## src/hdl/bp_isa_pkg.sv

```systemverilog
// RISC-V instruction set encodings seen by the branch predictor
package bp_isa_pkg;

    // Major opcodes, instruction bits [6:0]
    // Only the control transfer groups matter to the predictor,
    // anything else resolves as OP_OTHER
    typedef enum logic [6:0] {
        OP_OTHER  = 7'b0000000,
        OP_BRANCH = 7'b1100011,
        OP_JALR   = 7'b1100111,
        OP_JAL    = 7'b1101111
    } opcode_e;

    // Kind of control transfer held in a BTB entry
    // BRANCH entries consult the PHT, JUMP entries are always taken
    typedef enum logic [1:0] {
        KIND_NONE   = 2'd0,
        KIND_BRANCH = 2'd1,
        KIND_JUMP   = 2'd2
    } xfer_kind_e;

endpackage

```

## src/hdl/bp_pred_pkg.sv

```systemverilog
// Predictor packet formats shared by fetch, execute and the predictor blocks
package bp_pred_pkg;

    // Global history length, also the PHT index width (32 counters)
    localparam int GHR_BITS = 5;

    typedef logic [GHR_BITS-1:0] pht_idx_t;

    // Prediction returned to fetch in the same cycle
    typedef struct packed {
        logic        taken;
        logic [31:0] target;
        // Index used for this prediction, carried down the pipe
        pht_idx_t    pht_idx;
    } predict_t;

    // Outcome packet from execute, one cycle valid strobe
    typedef struct packed {
        logic                valid;
        logic [31:0]         pc;
        bp_isa_pkg::opcode_e op;
        // Actual outcome
        logic                taken;
        logic [31:0]         target;
        // What fetch was told for this instruction
        pht_idx_t            pht_idx;
        logic                pred_taken;
        logic [31:0]         pred_target;
    } resolve_t;

    // Result of a BTB lookup
    typedef struct packed {
        logic                   hit;
        bp_isa_pkg::xfer_kind_e kind;
        logic [31:0]            target;
    } btb_hit_t;

endpackage

```

## src/hdl/bp_btb.sv

```systemverilog
// Branch target buffer, direct-mapped and tagged, read combinationally, written on the clock
module bp_btb #(
    parameter int NUM_BTB_ENTRIES = 32
) (
    input  logic                   clk,
    input  logic                   reset_i,
    // Lookup port, fetch side
    input  logic [31:0]            lookup_pc_i,
    output bp_pred_pkg::btb_hit_t  lookup_o,
    // Write port, driven from resolved transfers
    input  logic                   we_i,
    input  logic [31:0]            wpc_i,
    input  bp_isa_pkg::xfer_kind_e wkind_i,
    input  logic [31:0]            wtarget_i
);

    import bp_isa_pkg::*;

    localparam int IDX_BITS = $clog2(NUM_BTB_ENTRIES);
    // PC bits [1:0] are always zero, the rest above the index is tag
    localparam int TAG_BITS = 32 - IDX_BITS - 2;

    // Entry storage
    logic [TAG_BITS-1:0]        tag_q    [NUM_BTB_ENTRIES];
    logic [31:0]                target_q [NUM_BTB_ENTRIES];
    xfer_kind_e                 kind_q   [NUM_BTB_ENTRIES];
    logic [NUM_BTB_ENTRIES-1:0] valid_q;

    logic [IDX_BITS-1:0] lidx;
    logic [TAG_BITS-1:0] ltag;
    logic [IDX_BITS-1:0] widx;
    logic [TAG_BITS-1:0] wtag;
    logic                lhit;

    // Split both PCs into index and tag
    assign lidx = lookup_pc_i[IDX_BITS+1:2];
    assign ltag = lookup_pc_i[31:IDX_BITS+2];
    assign widx = wpc_i[IDX_BITS+1:2];
    assign wtag = wpc_i[31:IDX_BITS+2];

    // Lookup sees the contents before any write in the same cycle
    assign lhit = valid_q[lidx] && (tag_q[lidx] == ltag);

    always_comb begin
        lookup_o.hit = lhit;
        if (lhit) begin
            lookup_o.kind   = kind_q[lidx];
            lookup_o.target = target_q[lidx];
        end else begin
            lookup_o.kind   = KIND_NONE;
            lookup_o.target = 32'd0;
        end
    end

    // Valid bits, cleared on reset
    always_ff @(posedge clk) begin
        if (reset_i) begin
            valid_q <= '0;
        end else if (we_i) begin
            valid_q[widx] <= 1'b1;
        end
    end

    // Entry payload
    // A write to an occupied slot simply evicts the old transfer
    always_ff @(posedge clk) begin
        if (we_i) begin
            tag_q[widx]    <= wtag;
            target_q[widx] <= wtarget_i;
            kind_q[widx]   <= wkind_i;
        end
    end

    // The control block only writes real transfers
    a_no_kind_none: assert property (
        @(posedge clk) disable iff (reset_i)
        we_i |-> (wkind_i != KIND_NONE)
    ) else $error("BTB write with KIND_NONE");

endmodule

```

## src/hdl/bp_ctrl.sv

```systemverilog
// Predictor control: forms the prediction, sequences table updates and flags mispredictions
module bp_ctrl #(
    parameter int NUM_BTB_ENTRIES = 32
) (
    input  logic                   clk,
    input  logic                   reset_i,
    input  logic [31:0]            fetch_pc_i,
    input  bp_pred_pkg::resolve_t  resolve_i,
    input  logic                   ghr_clear_i,
    // Table read side
    input  bp_pred_pkg::btb_hit_t  btb_lookup_i,
    input  logic                   pht_taken_i,
    output bp_pred_pkg::pht_idx_t  pht_ridx_o,
    // BTB write side
    output logic                   btb_we_o,
    output logic [31:0]            btb_wpc_o,
    output bp_isa_pkg::xfer_kind_e btb_wkind_o,
    output logic [31:0]            btb_wtarget_o,
    // PHT update side
    output logic                   pht_we_o,
    output bp_pred_pkg::pht_idx_t  pht_widx_o,
    output logic                   pht_inc_o,
    // Fetch and execute results
    output bp_pred_pkg::predict_t  predict_o,
    output logic                   mispredict_o
);

    import bp_isa_pkg::*;
    import bp_pred_pkg::*;

    localparam int BTB_IDX_BITS = $clog2(NUM_BTB_ENTRIES);

    // BTB indexing in bp_btb assumes a power of two depth
    if (NUM_BTB_ENTRIES != (1 << BTB_IDX_BITS)) begin : g_depth_check
        $fatal(1, "NUM_BTB_ENTRIES must be a power of two");
    end

    pht_idx_t    ghr_q;
    pht_idx_t    ridx;
    logic [31:0] fall_through;
    logic        is_branch;
    logic        is_jump;
    logic        res_branch;
    logic        res_jump;
    logic        pred_taken;

    // Gshare read index
    assign ridx       = fetch_pc_i[GHR_BITS+1:2] ^ ghr_q;
    assign pht_ridx_o = ridx;

    // Prediction select
    assign fall_through = fetch_pc_i + 32'd4;

    always_comb begin
        if (!btb_lookup_i.hit) begin
            pred_taken = 1'b0;
        end else if (btb_lookup_i.kind == KIND_JUMP) begin
            pred_taken = 1'b1;
        end else if (btb_lookup_i.kind == KIND_BRANCH) begin
            pred_taken = pht_taken_i;
        end else begin
            pred_taken = 1'b0;
        end
    end

    assign predict_o.taken   = pred_taken;
    assign predict_o.target  = pred_taken ? btb_lookup_i.target : fall_through;
    assign predict_o.pht_idx = ridx;

    // Resolve decode
    assign is_branch  = (resolve_i.op == OP_BRANCH);
    assign is_jump    = (resolve_i.op == OP_JAL) || (resolve_i.op == OP_JALR);
    assign res_branch = resolve_i.valid && is_branch;
    assign res_jump   = resolve_i.valid && is_jump;

    // BTB learns jumps and taken branches only
    assign btb_we_o      = res_jump || (res_branch && resolve_i.taken);
    assign btb_wpc_o     = resolve_i.pc;
    assign btb_wtarget_o = resolve_i.target;

    always_comb begin
        if (is_jump) begin
            btb_wkind_o = KIND_JUMP;
        end else if (is_branch) begin
            btb_wkind_o = KIND_BRANCH;
        end else begin
            btb_wkind_o = KIND_NONE;
        end
    end

    // Counter trained at the index used when the branch was fetched
    assign pht_we_o   = res_branch;
    assign pht_widx_o = resolve_i.pht_idx;
    assign pht_inc_o  = resolve_i.taken;

    // Global history, newest outcome enters at the top
    always_ff @(posedge clk) begin
        if (reset_i || ghr_clear_i) begin
            ghr_q <= '0;
        end else if (res_branch) begin
            ghr_q <= {resolve_i.taken, ghr_q[GHR_BITS-1:1]};
        end
    end

    // Wrong direction, or both taken but to different places
    assign mispredict_o = (res_branch || res_jump) &&
                          ((resolve_i.taken != resolve_i.pred_taken) ||
                           (resolve_i.taken && resolve_i.pred_taken &&
                            (resolve_i.target != resolve_i.pred_target)));

    // Non-control resolves flag nothing and leave the predictor state alone
    a_other_quiet: assert property (
        @(posedge clk) disable iff (reset_i)
        resolve_i.valid && (resolve_i.op == OP_OTHER) && !ghr_clear_i
        |-> !mispredict_o && !btb_we_o && !pht_we_o ##1 $stable(ghr_q)
    ) else $error("OP_OTHER resolve disturbed the predictor");

endmodule

```

## src/hdl/bp_pht.sv

```systemverilog
// Gshare pattern history table of 2-bit saturating counters
module bp_pht (
    input  logic                  clk,
    input  logic                  reset_i,
    // Read port, indexed by PC xor history
    input  bp_pred_pkg::pht_idx_t ridx_i,
    output logic                  taken_o,
    // Update port from resolved branches
    input  logic                  we_i,
    input  bp_pred_pkg::pht_idx_t widx_i,
    input  logic                  inc_i
);

    import bp_pred_pkg::*;

    localparam int NUM_CNT = 1 << GHR_BITS;

    // 00 strong NT, 01 weak NT, 10 weak T, 11 strong T
    logic [1:0] cnt_q [NUM_CNT];

    // Prediction is the counter MSB
    assign taken_o = cnt_q[ridx_i][1];

    always_ff @(posedge clk) begin
        if (reset_i) begin
            // Everything starts weakly not taken
            for (int i = 0; i < NUM_CNT; i++) begin
                cnt_q[i] <= 2'b01;
            end
        end else if (we_i) begin
            if (inc_i) begin
                if (cnt_q[widx_i] != 2'b11) begin
                    cnt_q[widx_i] <= cnt_q[widx_i] + 2'd1;
                end
            end else begin
                if (cnt_q[widx_i] != 2'b00) begin
                    cnt_q[widx_i] <= cnt_q[widx_i] - 2'd1;
                end
            end
        end
    end

    // A counter at its limit stays there when pushed further
    a_saturate: assert property (
        @(posedge clk) disable iff (reset_i)
        we_i && (cnt_q[widx_i] == (inc_i ? 2'b11 : 2'b00))
        |=> cnt_q[$past(widx_i)] == $past(cnt_q[widx_i])
    ) else $error("PHT counter wrapped");

endmodule

```

## src/hdl/bp_top.sv

```systemverilog
// Fetch-stage branch predictor top level with control, BTB and gshare PHT
module bp_top #(
    parameter int NUM_BTB_ENTRIES = 32
) (
    input  logic                  clk,
    input  logic                  reset_i,
    input  logic [31:0]           fetch_pc_i,
    input  bp_pred_pkg::resolve_t resolve_i,
    input  logic                  ghr_clear_i,
    output bp_pred_pkg::predict_t predict_o,
    output logic                  mispredict_o
);

    import bp_isa_pkg::*;
    import bp_pred_pkg::*;

    // Lookup path
    btb_hit_t    btb_lookup;
    logic        pht_taken;
    pht_idx_t    pht_ridx;

    // Update path
    logic        btb_we;
    logic [31:0] btb_wpc;
    xfer_kind_e  btb_wkind;
    logic [31:0] btb_wtarget;
    logic        pht_we;
    pht_idx_t    pht_widx;
    logic        pht_inc;

    bp_ctrl #(
        .NUM_BTB_ENTRIES (NUM_BTB_ENTRIES)
    ) u_ctrl (
        .clk           (clk),
        .reset_i       (reset_i),
        .fetch_pc_i    (fetch_pc_i),
        .resolve_i     (resolve_i),
        .ghr_clear_i   (ghr_clear_i),
        .btb_lookup_i  (btb_lookup),
        .pht_taken_i   (pht_taken),
        .pht_ridx_o    (pht_ridx),
        .btb_we_o      (btb_we),
        .btb_wpc_o     (btb_wpc),
        .btb_wkind_o   (btb_wkind),
        .btb_wtarget_o (btb_wtarget),
        .pht_we_o      (pht_we),
        .pht_widx_o    (pht_widx),
        .pht_inc_o     (pht_inc),
        .predict_o     (predict_o),
        .mispredict_o  (mispredict_o)
    );

    bp_btb #(
        .NUM_BTB_ENTRIES (NUM_BTB_ENTRIES)
    ) u_btb (
        .clk         (clk),
        .reset_i     (reset_i),
        .lookup_pc_i (fetch_pc_i),
        .lookup_o    (btb_lookup),
        .we_i        (btb_we),
        .wpc_i       (btb_wpc),
        .wkind_i     (btb_wkind),
        .wtarget_i   (btb_wtarget)
    );

    bp_pht u_pht (
        .clk     (clk),
        .reset_i (reset_i),
        .ridx_i  (pht_ridx),
        .taken_o (pht_taken),
        .we_i    (pht_we),
        .widx_i  (pht_widx),
        .inc_i   (pht_inc)
    );

endmodule

```

## config.mk

```make
export PLATFORM = sky130hd
export DESIGN_NAME = bp_top
export DESIGN_NICKNAME = d
export VERILOG_FILES = /design/src/hdl/bp_isa_pkg.sv /design/src/hdl/bp_pred_pkg.sv /design/src/hdl/bp_btb.sv /design/src/hdl/bp_ctrl.sv /design/src/hdl/bp_pht.sv /design/src/hdl/bp_top.sv
export SDC_FILE = /design/constraint.sdc
export NUM_CORES = 2
export LEC_CHECK = 0
export ABC_AREA = 1
export BUFFER_PORTS_ARGS = -buffer_cell sky130_fd_sc_hd__clkbuf_2
export CELL_PAD_IN_SITES_DETAIL_PLACEMENT = 1
export CELL_PAD_IN_SITES_GLOBAL_PLACEMENT = 1
export CORE_MARGIN = 2
export CORE_UTILIZATION = 26
export DETAILED_ROUTE_END_ITERATION = 16
export PLACE_DENSITY_LB_ADDON = 0.1
export SYNTH_ARGS = -nofsm -noshare
export SYNTH_HDL_FRONTEND = slang
export SYNTH_SLANG_ARGS = --single-unit
```

## constraint.sdc

```tcl
create_clock -name clk -period 23.4 [get_ports clk]
set_input_delay 4.68 -clock clk [delete_from_list [all_inputs] [get_ports clk]]
set_output_delay 4.68 -clock clk [all_outputs]
set_load 0.05 [all_outputs]
```

==> out/qor.csv <==
stage;metric;value;unit
power;p_sw;1920;µW
power;power.density;83.7;mW/mm²
synthesis;synth_seq_cells;1989;
clock_network;cts_resized;0;
critical_path;critPathArrivalTime;11.01;ns
timing;slew_headroom;0.142;
clock_network;clock_path_buffers;4;
clock_network;path_clk_slew;0.06;ns
power;clockPowerShare;0.444;
floorplan;start_util;0.261;
routing;via_per_inst;4.85;
final_layout;area_growth;15.2;%
routing;vias;55760;
critical_path;startpoint_type;input port;
synthesis;postSynthAreaPerCell;11.8;µm²
run_status;status;finished clean;
timing;drv_slew;0;
synthesis;syn_area;0.0827;mm²
critical_path;critPathCaptureType;primary output;
timing;fin_crit;15.69;ns
placement;io_buffer_count;182;
grt;grt_max_degree;210;
final_layout;multi_input_area;0.0205;mm²
grt;grt_overflow;0;
clock_network;cts_setup_buffers;0;
floorplan;die_area;0.323;mm²
power;comb_power_share;0.065;
routing;ant_nets;0;
final_layout;layout_common_cells;nand2_1, edfxtp_1, nor2_1;
clock_network;cts_inserted_buffers;238;
grt;grt_util_all_layers;0.200;
floorplan;fp.dieH;568;µm
placement;gp_congestion;0.752;
grt;grt_antenna_before_repair;23;
critical_path;worstSetupPathType;in -> out;
final_layout;final_nets;7274;
routing;wl_per_cell;28.5;µm
synthesis;yosys.area.top_type;edfxtp_1;
grt;first_global_vias;57443;
timing;fin_skew;0.0164;ns
final_layout;regArea;0.0594;mm²
timing;rsz0062_at_grt;false;
synthesis;synth_nets;7151;
synthesis;async_flop_share;0;
final_layout;fin_area;0.0953;mm²
routing;drc;0;
power;peakVddDrop;0.0596;mV
final_layout;n_fill_cell;34462;
grt;grt_pass1_wl;459;mm
flow_run;maxCapViolCount;0;
power;p_seq_frac;0.491;
synthesis;synth_area_leaders;edfxtp_1, nand2_1, nand3_1;
synthesis;seq_area_frac_synth;0.718;
timing;setup_viol;0;
synthesis;synth_edf_count;1952;
final_layout;final_common_cell;nand2_1;
routing;drt-pass1-iter-count;7;
floorplan;core_area;0.317;mm²
synthesis;ys_warn_count;0;
critical_path;cp_max_fo;34;
clock_network;ctsHoldBuffers;0;
timing;max_slew.worst_pin.slew;1.28;ns
final_layout;drive_above_1_share;0.0961;
clock_network;cts_tree;built;
clock_network;htree_levels;4;
timing;fin_crit_sh;0.670;
floorplan;die_x;568;µm
critical_path;crit_required;18.72;ns
routing;drt_iter0_drc;4099;
clock_network;insertion_delay;0.91;ns
routing;drt_wl_total;328;mm
power;swShare;0.241;
placement;place_hpwl;179;mm
clock_network;cts_root_buffer;clkbuf_16;
timing;clock.fmax;63.8;MHz
power;p_leak;0.0329;µW
timing;tns;0;ns
synthesis;yosys.area.top_type_share;0.709;
synthesis;syn_inst;7003;
floorplan;io-pin-count;185;
clock_network;cts.sinks;1989;
placement;placed_cell_area;0.0880;mm²
timing;finalHoldViolCount;0;
synthesis;synth_ff_type;edfxtp_1;
power;p_int;6050;µW
hold_path;hp-class;reg -> reg;
synthesis;yosysUniqueCellTypes;51;
floorplan;rows;207;
[per-stage QoR]
stage / util / power, µW / hold WS, ns / instances / setup slack, ns
3_5_place_dp: 0.278 / 4520 / 0.458 / 11066 / 7.61
3_3_place_gp: 0.278 / 4520 / 0.450 / 11066 / 7.55
4_1_cts: 0.300 / 8080 / 0.472 / 11498 / 7.60
2_1_floorplan: - / 4280 / 0.440 / 7003 / 10.58
5_1_grt: 0.300 / 8250 / 0.500 / 11502 / 7.52
6_report: 0.300 / 7970 / 0.467 / 11507 / 7.71
[layer usage]
layer	vias to the layer above	wire length (µm)	global-route usage
li1	25227	-	-
met1	29225	150000	0.268
met2	915	162000	0.345
met3	389	9050	0.0207
met4	4	7000	0.0453
met5	-	27	0
[power groups by stage]
| stage | clock network [µW] | registers (µW) | logic, µW |
|---|---|---|---|
| 3_3_place_gp | 0 | 3990 | 529 |
| 4_1_cts | 3640 | 3910 | 534 |
| 5_1_grt | 3760 | 3910 | 574 |
| 6_report | 3540 | 3910 | 520 |
| 2_1_floorplan | 0 | 3990 | 290 |
| 3_5_place_dp | 0 | 3990 | 533 |
[flip-flops by register name (all words and copies together) (netlist names)]
signal,count
u_btb.valid_q,32
u_btb.target_q,1024
u_ctrl.ghr_q,5
u_pht.cnt_q,64
u_btb.tag_q,800
u_btb.kind_q,64
[worst max-delay path, stage by stage]
cell and delay (ns):
clkbuf_2 0.08, buf_4 0.54, nand2_2 0.54, inv_6 0.56
buf_4 0.69, buf_4 0.57, nand3_1 0.14, nand2_1 0.08
nor2_1 0.06, nand2_1 0.12, nand3_1 0.09, nand2_1 0.24
nand2_1 0.09, nor2_1 0.11, nand2_1 0.09, nor2_4 0.35
buf_4 0.42, nand3_4 0.55, nand2_1 0.20, nand2_1 0.29
clkbuf_2 0.34
[cell usage after synthesis, types with 2 or more instances]
master,number
inv_1,193
a32o_1,55
dfxtp_1,37
o2111ai_1,4
o31ai_1,45
buf_6,36
o21ai_1,48
a21oi_1,509
nand3_1,516
a31oi_1,15
xnor2_1,23
a32oi_1,2
buf_2,180
nor2_2,3
nor2_1,619
nand4_1,69
o22a_1,2
inv_2,6
buf_4,40
nand3b_1,12
buf_1,47
a221oi_1,17
nand2_1,1958
clkbuf_1,136
nand2_2,4
xor2_1,26
o221ai_1,6
nor2_4,3
o211ai_1,50
o21ai_0,132
a22oi_1,128
edfxtp_1,1952
nor4_1,5
ha_1,2
o311ai_0,27
nand2_4,2
o22ai_1,23
nor3_1,39
or2_2,7
clkinv_1,3
nor3_2,11
nand3_4,2
[area by class of cell]
cell class | count | area share
Antenna cell | 9 | 0.000236
Clock buffer | 304 | 0.0662
Clock inverter | 128 | 0.00947
Inverter | 203 | 0.00856
Multi-Input combinational cell | 4372 | 0.215
Sequential cell | 1989 | 0.623
Tap cell | 4180 | 0.0549
Timing Repair Buffer | 322 | 0.0223
[final timing paths]
path,start,end,slack [ns],depth (start not counted)
worst max-delay path,fetch_pc_i[5],predict_o[19],7.71,21
worst max register to register,u_pht.cnt_q[23][1],u_pht.cnt_q[20][1],20.63,11
worst min register to register,u_btb.valid_q[17],u_btb.valid_q[17],0.47,2
worst min-delay path,u_btb.valid_q[17],u_btb.valid_q[17],0.47,2
[logic make-up (layout without fill, tap and decap cells)]
kind of cell,after synthesis,in the layout,synth area share
AND/OR/NAND/NOR,3252,3252,0.161
flip-flops,1989,1989,0.718
AO/OA/AOI/OAI,1067,1067,0.0781
buffers and inverters,642,957,0.0370
XOR/XNOR,50,50,0.00539
adder cells (fa/ha/maj),2,2,0.000303
multiplexers,1,1,0.000121
other,0,9,0
(Power assumes the default switching activity.)
